`src/verilog/memBusPkg.sv`:
```
`default_nettype none

package memBusPkg;

    localparam int wordBits = 32;
    localparam int nCores = 2;
    // byte step between the words of a block
    localparam int wordBytes = 4;
    localparam int blockWords = 2;

    typedef logic [wordBits-1:0] word_t;

    // ACCESS marks the cycle in which the current access completes
    typedef enum logic [1:0] {
        FREE,
        BUSY,
        ACCESS,
        ERROR
    } ramState_e;

    typedef struct packed {
        logic  iREN;
        logic  dREN;
        logic  dWEN;
        word_t iaddr;
        word_t daddr;
        word_t dstore;
        // snoop hit
        logic  cctrans;
        // modified on a snoop, or intent to write on a request
        logic  ccwrite;
    } coreReq_t;

    typedef struct packed {
        logic  iwait;
        logic  dwait;
        word_t iload;
        word_t dload;
        logic  ccwait;
        logic  ccinv;
        word_t ccsnoopaddr;
    } coreResp_t;

    typedef struct packed {
        logic  ramREN;
        logic  ramWEN;
        word_t ramaddr;
        word_t ramstore;
    } ramReq_t;

    typedef struct packed {
        word_t     ramload;
        ramState_e ramstate;
    } ramResp_t;

endpackage

`default_nettype wire
```
`src/verilog/coherencePkg.sv`:
```
`default_nettype none

package coherencePkg;

    localparam int coreBits = $clog2(memBusPkg::nCores);

    typedef logic [coreBits-1:0] coreIdx_t;

    typedef enum logic [1:0] {
        IFETCH,
        DWRITEBACK,
        BUSRD,
        BUSRDX
    } busOp_e;

    // one granted request, held until the sequencer completes it
    typedef struct packed {
        logic             valid;
        coreIdx_t         core;
        busOp_e           op;
        memBusPkg::word_t addr;
        memBusPkg::word_t store;
    } grant_t;

    typedef struct packed {
        grant_t grant;
        logic   peerModified;
    } snoopResult_t;

    typedef enum logic [1:0] {
        SNOOP_IDLE,
        PROBE,
        SAMPLE
    } snoopState_e;

    typedef enum logic [1:0] {
        SEQ_IDLE,
        PEERWB0,
        PEERWB1,
        TRANSFER
    } seqState_e;

endpackage

`default_nettype wire

```
`src/verilog/busController.sv`:
```
`timescale 1ns/1ps
`default_nettype none

module busController (
    input  logic                 CLK,
    input  logic                 nRST,
    input  memBusPkg::coreReq_t  coreReqs [memBusPkg::nCores],
    output memBusPkg::coreResp_t coreResps [memBusPkg::nCores],
    output memBusPkg::ramReq_t   ramReq,
    input  memBusPkg::ramResp_t  ramResp
);
    import memBusPkg::*;
    import coherencePkg::*;

    grant_t       grant;
    snoopResult_t snoop;
    logic         done;
    logic         probeWait [nCores];
    word_t        probeAddr [nCores];

    requestArbiter arbiter (
        .CLK      (CLK),
        .nRST     (nRST),
        .coreReqs (coreReqs),
        .done     (done),
        .grant    (grant)
    );

    snoopStage snooper (
        .CLK       (CLK),
        .nRST      (nRST),
        .grant     (grant),
        .coreReqs  (coreReqs),
        .done      (done),
        .snoop     (snoop),
        .probeWait (probeWait),
        .probeAddr (probeAddr)
    );

    memorySequencer sequencer (
        .CLK       (CLK),
        .nRST      (nRST),
        .snoop     (snoop),
        .probeWait (probeWait),
        .probeAddr (probeAddr),
        .coreReqs  (coreReqs),
        .ramResp   (ramResp),
        .ramReq    (ramReq),
        .coreResps (coreResps),
        .done      (done)
    );

endmodule

`default_nettype wire

```
`src/verilog/memorySequencer.sv`:
```
`timescale 1ns/1ps
`default_nettype none

module memorySequencer (
    input  logic                       CLK,
    input  logic                       nRST,
    input  coherencePkg::snoopResult_t snoop,
    input  logic                       probeWait [memBusPkg::nCores],
    input  memBusPkg::word_t           probeAddr [memBusPkg::nCores],
    input  memBusPkg::coreReq_t        coreReqs [memBusPkg::nCores],
    input  memBusPkg::ramResp_t        ramResp,
    output memBusPkg::ramReq_t         ramReq,
    output memBusPkg::coreResp_t       coreResps [memBusPkg::nCores],
    output logic                       done
);
    import memBusPkg::*;
    import coherencePkg::*;

    seqState_e state;
    logic      ramDone;
    coreIdx_t  owner;
    coreIdx_t  peer;
    busOp_e    op;

    assign ramDone = (ramResp.ramstate == ACCESS);
    assign owner   = snoop.grant.core;
    assign peer    = ~snoop.grant.core;
    assign op      = snoop.grant.op;
    assign done    = (state == TRANSFER) && ramDone;

    // each RAM word holds its state until ACCESS
    always_ff @(posedge CLK, negedge nRST) begin
        if (!nRST) begin
            state <= SEQ_IDLE;
        end else begin
            case (state)
                SEQ_IDLE: begin
                    if (snoop.grant.valid) begin
                        if (snoop.peerModified) begin
                            state <= PEERWB0;
                        end else begin
                            state <= TRANSFER;
                        end
                    end
                end
                PEERWB0: begin
                    if (ramDone) begin
                        state <= PEERWB1;
                    end
                end
                PEERWB1: begin
                    if (ramDone) begin
                        state <= TRANSFER;
                    end
                end
                TRANSFER: begin
                    if (ramDone) begin
                        state <= SEQ_IDLE;
                    end
                end
                default: begin
                    state <= SEQ_IDLE;
                end
            endcase
        end
    end

    always_comb begin
        ramReq = '0;
        case (state)
            PEERWB0, PEERWB1: begin
                // peer cache drives the dirty word for the snoop address
                ramReq.ramWEN   = 1'b1;
                ramReq.ramaddr  = coreReqs[peer].daddr;
                ramReq.ramstore = coreReqs[peer].dstore;
            end
            TRANSFER: begin
                ramReq.ramaddr = snoop.grant.addr;
                if (op == DWRITEBACK) begin
                    ramReq.ramWEN   = 1'b1;
                    ramReq.ramstore = snoop.grant.store;
                end else begin
                    ramReq.ramREN = 1'b1;
                end
            end
            default: begin
                ramReq = '0;
            end
        endcase
    end

    always_comb begin
        for (int i = 0; i < nCores; i++) begin
            coreResps[i].iload       = ramResp.ramload;
            coreResps[i].dload       = ramResp.ramload;
            // pending requests wait unless completing now
            coreResps[i].iwait       = coreReqs[i].iREN;
            coreResps[i].dwait       = coreReqs[i].dREN || coreReqs[i].dWEN;
            coreResps[i].ccwait      = probeWait[i];
            coreResps[i].ccsnoopaddr = probeAddr[i];
            coreResps[i].ccinv       = 1'b0;
            if (done && (owner == coreIdx_t'(i))) begin
                if (op == IFETCH) begin
                    coreResps[i].iwait = 1'b0;
                end else begin
                    coreResps[i].dwait = 1'b0;
                end
            end
            if (peer == coreIdx_t'(i)) begin
                // second word of the block
                if (state == PEERWB1) begin
                    coreResps[i].ccsnoopaddr = probeAddr[i] + word_t'(wordBytes);
                end
                if (done && (op == BUSRDX)) begin
                    coreResps[i].ccinv = 1'b1;
                end
            end
        end
    end

endmodule

`default_nettype wire

```
`src/verilog/snoopStage.sv`:
```
`timescale 1ns/1ps
`default_nettype none

module snoopStage (
    input  logic                       CLK,
    input  logic                       nRST,
    input  coherencePkg::grant_t       grant,
    input  memBusPkg::coreReq_t        coreReqs [memBusPkg::nCores],
    input  logic                       done,
    output coherencePkg::snoopResult_t snoop,
    output logic                       probeWait [memBusPkg::nCores],
    output memBusPkg::word_t           probeAddr [memBusPkg::nCores]
);
    import memBusPkg::*;
    import coherencePkg::*;

    snoopState_e state;
    logic        fwdValid;
    logic        probing;
    logic        peerModified;
    logic        needSnoop;
    coreIdx_t    peer;
    word_t       blockBase;

    assign needSnoop = (grant.op == BUSRD) || (grant.op == BUSRDX);
    assign peer      = ~grant.core;
    // clear the word offset inside the block
    assign blockBase = grant.addr & ~word_t'(wordBytes * (blockWords - 1));

    always_ff @(posedge CLK, negedge nRST) begin
        if (!nRST) begin
            state        <= SNOOP_IDLE;
            fwdValid     <= 1'b0;
            probing      <= 1'b0;
            peerModified <= 1'b0;
        end else begin
            case (state)
                SNOOP_IDLE: begin
                    if (done) begin
                        fwdValid <= 1'b0;
                        probing  <= 1'b0;
                    end else if (grant.valid && !fwdValid) begin
                        if (needSnoop) begin
                            state   <= PROBE;
                            probing <= 1'b1;
                        end else begin
                            // fetch and write-back skip the peer
                            fwdValid     <= 1'b1;
                            peerModified <= 1'b0;
                        end
                    end
                end
                PROBE: begin
                    state <= SAMPLE;
                end
                SAMPLE: begin
                    // peer answers one edge after seeing the probe
                    peerModified <= coreReqs[peer].cctrans && coreReqs[peer].ccwrite;
                    fwdValid     <= 1'b1;
                    state        <= SNOOP_IDLE;
                end
                default: begin
                    state <= SNOOP_IDLE;
                end
            endcase
        end
    end

    always_comb begin
        snoop.grant        = grant;
        snoop.grant.valid  = fwdValid;
        snoop.peerModified = peerModified;
    end

    // peer held in wait from the probe until completion
    always_comb begin
        for (int i = 0; i < nCores; i++) begin
            probeWait[i] = probing && (peer == coreIdx_t'(i));
            probeAddr[i] = probeWait[i] ? blockBase : '0;
        end
    end

endmodule

`default_nettype wire

```
`src/verilog/requestArbiter.sv`:
```
`timescale 1ns/1ps
`default_nettype none

module requestArbiter (
    input  logic                 CLK,
    input  logic                 nRST,
    input  memBusPkg::coreReq_t  coreReqs [memBusPkg::nCores],
    input  logic                 done,
    output coherencePkg::grant_t grant
);
    import memBusPkg::*;
    import coherencePkg::*;

    logic     busy;
    logic     pickValid;
    coreIdx_t pickCore;
    busOp_e   pickOp;
    word_t    pickAddr;
    word_t    pickStore;
    coreIdx_t grantCore;
    busOp_e   grantOp;
    word_t    grantAddr;
    word_t    grantStore;

    // scan lowest priority first so higher sources overwrite
    always_comb begin
        pickValid = 1'b0;
        pickCore  = '0;
        pickOp    = IFETCH;
        pickAddr  = '0;
        pickStore = '0;
        for (int i = nCores - 1; i >= 0; i--) begin
            if (coreReqs[i].iREN) begin
                pickValid = 1'b1;
                pickCore  = coreIdx_t'(i);
                pickOp    = IFETCH;
                pickAddr  = coreReqs[i].iaddr;
                pickStore = '0;
            end
        end
        for (int i = nCores - 1; i >= 0; i--) begin
            if (coreReqs[i].dWEN) begin
                pickValid = 1'b1;
                pickCore  = coreIdx_t'(i);
                pickOp    = DWRITEBACK;
                pickAddr  = coreReqs[i].daddr;
                pickStore = coreReqs[i].dstore;
            end
        end
        for (int i = nCores - 1; i >= 0; i--) begin
            if (coreReqs[i].dREN) begin
                pickValid = 1'b1;
                pickCore  = coreIdx_t'(i);
                // ccwrite with a read means read-exclusive
                if (coreReqs[i].ccwrite) begin
                    pickOp = BUSRDX;
                end else begin
                    pickOp = BUSRD;
                end
                pickAddr  = coreReqs[i].daddr;
                pickStore = coreReqs[i].dstore;
            end
        end
    end

    // busy from grant until done, so nothing new starts in between
    always_ff @(posedge CLK, negedge nRST) begin
        if (!nRST) begin
            busy <= 1'b0;
        end else if (done) begin
            busy <= 1'b0;
        end else if (!busy && pickValid) begin
            busy <= 1'b1;
        end
    end

    always_ff @(posedge CLK) begin
        if (!busy && pickValid) begin
            grantCore  <= pickCore;
            grantOp    <= pickOp;
            grantAddr  <= pickAddr;
            grantStore <= pickStore;
        end
    end

    always_comb begin
        grant.valid = busy;
        grant.core  = grantCore;
        grant.op    = grantOp;
        grant.addr  = grantAddr;
        grant.store = grantStore;
    end

endmodule

`default_nettype wire

```
`config.mk`:
```
export PLATFORM = sky130hd
export DESIGN_NAME = busController
export DESIGN_NICKNAME = d
export VERILOG_FILES = /design/src/verilog/memBusPkg.sv /design/src/verilog/coherencePkg.sv /design/src/verilog/busController.sv /design/src/verilog/memorySequencer.sv /design/src/verilog/snoopStage.sv /design/src/verilog/requestArbiter.sv
export SDC_FILE = /design/constraint.sdc
export NUM_CORES = 1
export LEC_CHECK = 0
export ABC_CLOCK_PERIOD_IN_PS = 8600
export BUFFER_PORTS_ARGS = -buffer_cell sky130_fd_sc_hd__buf_4
export CORE_AREA = 2 2 196 198
export DETAILED_ROUTE_END_ITERATION = 12
export DIE_AREA = 0 0 198 200
export PLACE_DENSITY = 0.38
export SYNTH_ARGS = -nofsm -noshare
export SYNTH_HDL_FRONTEND = slang
export SYNTH_SLANG_ARGS = --single-unit
```
`constraint.sdc`:
```
create_clock -name CLK -period 8.6 [get_ports CLK]
set_input_delay 0.86 -clock CLK [delete_from_list [all_inputs] [get_ports CLK]]
set_output_delay 0.86 -clock CLK [all_outputs]
set_load 0.03 [all_outputs]
```
==> run_results.csv <==
group,metric,value,unit
synth,synth_top_family_by_area,"compound AO/OA/AOI/OAI gates",
synth,synth_area,0.00647,sq mm
synth,netlist_instances,661,
pwr,switching_share,0.518,
clocking,cts_resized,0,
pwr,p_leak,3.97,nW
timing,hold_viol,0,
floorplan,rows,71,
clocking,cts_buffers,9,
final_layout,nets,1075,
pwr,power.internal,1.26,mW
timing,finalHoldWorstSlack,0.313,ns
pwr,clockPowerShare,0.149,
synth,synth_xor_area_frac,0,
pwr,seqPwrFrac,0.201,
clocking,cts_tree,"yes",
timing,tightest_slew,1.18,ns
final_layout,syn_to_final_growth,36.9,%
global_route,grt_max_degree,64,
synth,syn_nets,903,
global_route,grt_usage,0.143,
routing,via_per_inst,4.39,
setup_path,required,7.74,ns
timing,fin_worst_skew,0.00486,ns
global_route,antenna_found_initial,1,
routing,drt_iter0_drc,298,
synth,ys_types,47,
global_route,gr-total-overflow,0,
routing,first_pass_iters,6,
timing,setup_viol,0,
routing,wl_per_cell,22.2,microns
timing,final-max-slew-violation-count,0,
synth,synthMuxAreaShare,0.101,
synth,synth-simple-area-share,0.116,
timing,max_slew_margin,0.216,
clocking,clock-sinks,75,
routing,drcViolationCount,0,
floorplan,ioPinCount,504,
pwr,combPwrFrac,0.649,
flow_run,drv_cap,0,
placed_design,place_congestion,0.771,
pwr,powerDensity,295,mW/mm^2
setup_path,r2r-start,"arbiter.busy",
setup_path,cp-end-kind,"output port",
floorplan,core_area,0.0374,sq mm
pwr,p_sw,1.35,mW
timing,fmaxAchievable,233,MHz
synth,synthAdderAreaFrac,0.00774,
floorplan,start_util,0.173,
min_path,hp-class,"primary input to asynchronous set/reset pin",
timing,finalCritPeriodShare,0.499,
clocking,root_buffer,"clkbuf_16",
status,status,"completed",
setup_path,cp.arrival,3.43,ns
final_layout,n_antenna_cell,0,
floorplan,fp.dieH,200,microns
placed_design,place.detailed.hpwl,21400,microns
setup_path,crit_start,"arbiter.grantCore",
timing,rsz0062_at_grt,"false",
routing,ant_nets,0,
setup_path,crit_type,"register to output port",
timing,fin_crit,4.29,ns
clocking,clk_path_buf_depth,2,
timing,final.setup.tns,0,ns
synth,ys_ff_latch,75,
setup_path,crit_path_max_fanout,42,
synth,synth_compound_gate_area_share,0.239,
placed_design,port-buffer-count,343,
synth,ys_warn_count,0,
pwr,peakVddDrop,0.150,mV
routing,route.vias.total,5923,
floorplan,die_area,0.0396,sq mm
clocking,postCtsHoldBufs,0,
global_route,grt_pass1_vias,6025,
global_route,grt_pass1_wl,41100,microns
setup_path,cp-start-kind,"register",
floorplan,fp.dieW,198,microns
clocking,cts.htree.levels,3,
final_layout,drive_gt1_frac,0.493,
clocking,clk_pin_slew_worst_paths,0.07,ns
setup_path,r2r_cells,2,
clocking,cts_setup_buffers,0,
synth,avgSynthCellArea,9.79,sq um
routing,routed_wl,29900,microns
clocking,clock_latency,0.35,ns
synth,seq_area_frac_synth,0.342,
sequential cells by signal, indices dropped and copies added, names as in the netlist:
name and count:
arbiter.grantAddr 32, arbiter.grantStore 32, arbiter.grantOp 2, sequencer.state 2, snooper.state 2, arbiter.busy 1
arbiter.grantCore 1, snooper.fwdValid 1, snooper.peerModified 1, snooper.probing 1
critical path, cell delays in order (launching register included):
cell and delay, ns:
edfxtp_1 1.13, buf_4 0.64, buf_4 0.66, mux2i_1 0.25
o2bb2ai_1 0.08, buf_4 0.19
final timing paths:
kind,to,slack [ns]
min in group CLK,snooper.state[1],0.51
worst max register to register,arbiter.grantAddr[29],6.40
worst max-delay path,ramReq[10],4.31
worst min-delay path,sequencer.state[0],0.31
worst min register to register,snooper.state[1],0.51
max in group asynchronous,snooper.probing,8.14
synthesized netlist by cell type, drive strengths merged:
| master | count | area share |
|---|---|---|
| o21ai | 32 | 0.025 |
| buf | 143 | 0.16 |
| a21boi | 2 | 0.0023 |
| or4 | 1 | 0.0012 |
| and2 | 1 | 0.00097 |
| a21oi | 4 | 0.0031 |
| a2bb2oi | 1 | 0.0014 |
| nand3 | 1 | 0.00077 |
| o21ba | 1 | 0.0015 |
| nor2b | 8 | 0.0077 |
| mux2i | 64 | 0.099 |
| or2 | 2 | 0.0019 |
| o31ai | 1 | 0.0012 |
| a21o | 1 | 0.0012 |
| o2bb2ai | 32 | 0.043 |
| nand2b | 4 | 0.0039 |
| a211o | 1 | 0.0014 |
| o32a | 2 | 0.0031 |
| o21a | 1 | 0.0012 |
| a221o | 31 | 0.048 |
| nand2 | 37 | 0.021 |
| and3 | 63 | 0.061 |
| o221a | 32 | 0.056 |
| o2111ai | 1 | 0.0014 |
| a22o | 31 | 0.042 |
| and3b | 1 | 0.0014 |
| nor3b | 1 | 0.0012 |
| o31a | 1 | 0.0014 |
| a22oi | 1 | 0.0012 |
| nor3 | 6 | 0.0046 |
| dfrtp | 8 | 0.031 |
| o21bai | 1 | 0.0012 |
| edfxtp | 67 | 0.31 |
| clkbuf | 48 | 0.028 |
| nand3b | 2 | 0.0023 |
| nand4 | 1 | 0.00097 |
| inv | 8 | 0.0046 |
| a31oi | 2 | 0.0019 |
| nor2 | 11 | 0.0064 |
| a221oi | 1 | 0.0014 |
| mux2 | 1 | 0.0017 |
| ha | 4 | 0.0077 |
cell usage in the layout (no fill, tap or decap), types with 7 or more instances in the layout:
| master | instances |
|---|---|
| a221o_1 | 29 |
| and3_1 | 63 |
| a22o_1 | 31 |
| o2bb2ai_1 | 32 |
| nor2_1 | 10 |
| o21ai_0 | 32 |
| o221a_2 | 32 |
| inv_1 | 8 |
| nand2_1 | 37 |
| buf_4 | 352 |
| dfrtp_1 | 7 |
| edfxtp_1 | 67 |
| mux2i_1 | 64 |
| clkbuf_16 | 10 |
routing by layer:
layer / share of wire / routed length (microns) / track usage / vias to the layer above
met3: 0.10 / 3060 / 0.0601 / 42
met5: 0.00043 / 13 / 0 / -
met1: 0.39 / 11800 / 0.162 / 2810
met4: 0.024 / 719 / 0.0496 / 2
met2: 0.48 / 14300 / 0.243 / 330
li1: - / - / - / 2739
logic make-up (layout without fill, tap and decap cells):
kind of cell | Yosys count | in the layout
buffers and inverters | 199 | 376
AND/OR/NAND/NOR | 139 | 139
flip-flops | 75 | 75
AO/OA/AOI/OAI | 179 | 179
multiplexers | 65 | 65
adder cells (fa/ha/maj) | 4 | 4
per-stage QoR:
stage / instances / cell area, sq um / util / power [mW] / setup slack, ns
2_1_floorplan: 661 / 6470 / - / 1.63 / 3.75
3_3_place_gp: 1333 / 8570 / 0.229 / 2.27 / 4.69
3_5_place_dp: 1333 / 8570 / 0.229 / 2.26 / 4.66
4_1_cts: 1349 / 8860 / 0.237 / 2.67 / 4.26
5_1_grt: 1349 / 8860 / 0.237 / 2.76 / 4.07
6_report: 1349 / 8860 / 0.237 / 2.61 / 4.31
power groups by stage:
stage          Sequential, mW  Clock [mW]  Combinational (mW)
6_report                0.526       0.391                1.70
5_1_grt                 0.534       0.420                1.81
4_1_cts                 0.528       0.411                1.73
3_5_place_dp            0.535           0                1.73
3_3_place_gp            0.533           0                1.74
2_1_floorplan           0.486           0                1.14
layout make-up:
| type | instances | area (sq um) |
|---|---|---|
| clock buffer | 11 | 254 |
| tap | 511 | 639 |
| inverter | 8 | 30.0 |
| fill | 4079 | 28500 |
| timing repair buffer | 352 | 2640 |
| sequential | 75 | 2210 |
| clock inverter | 5 | 33.8 |
| multi-input combinational | 387 | 3040 |
No activity file was read; power rests on OpenSTA's default activity.
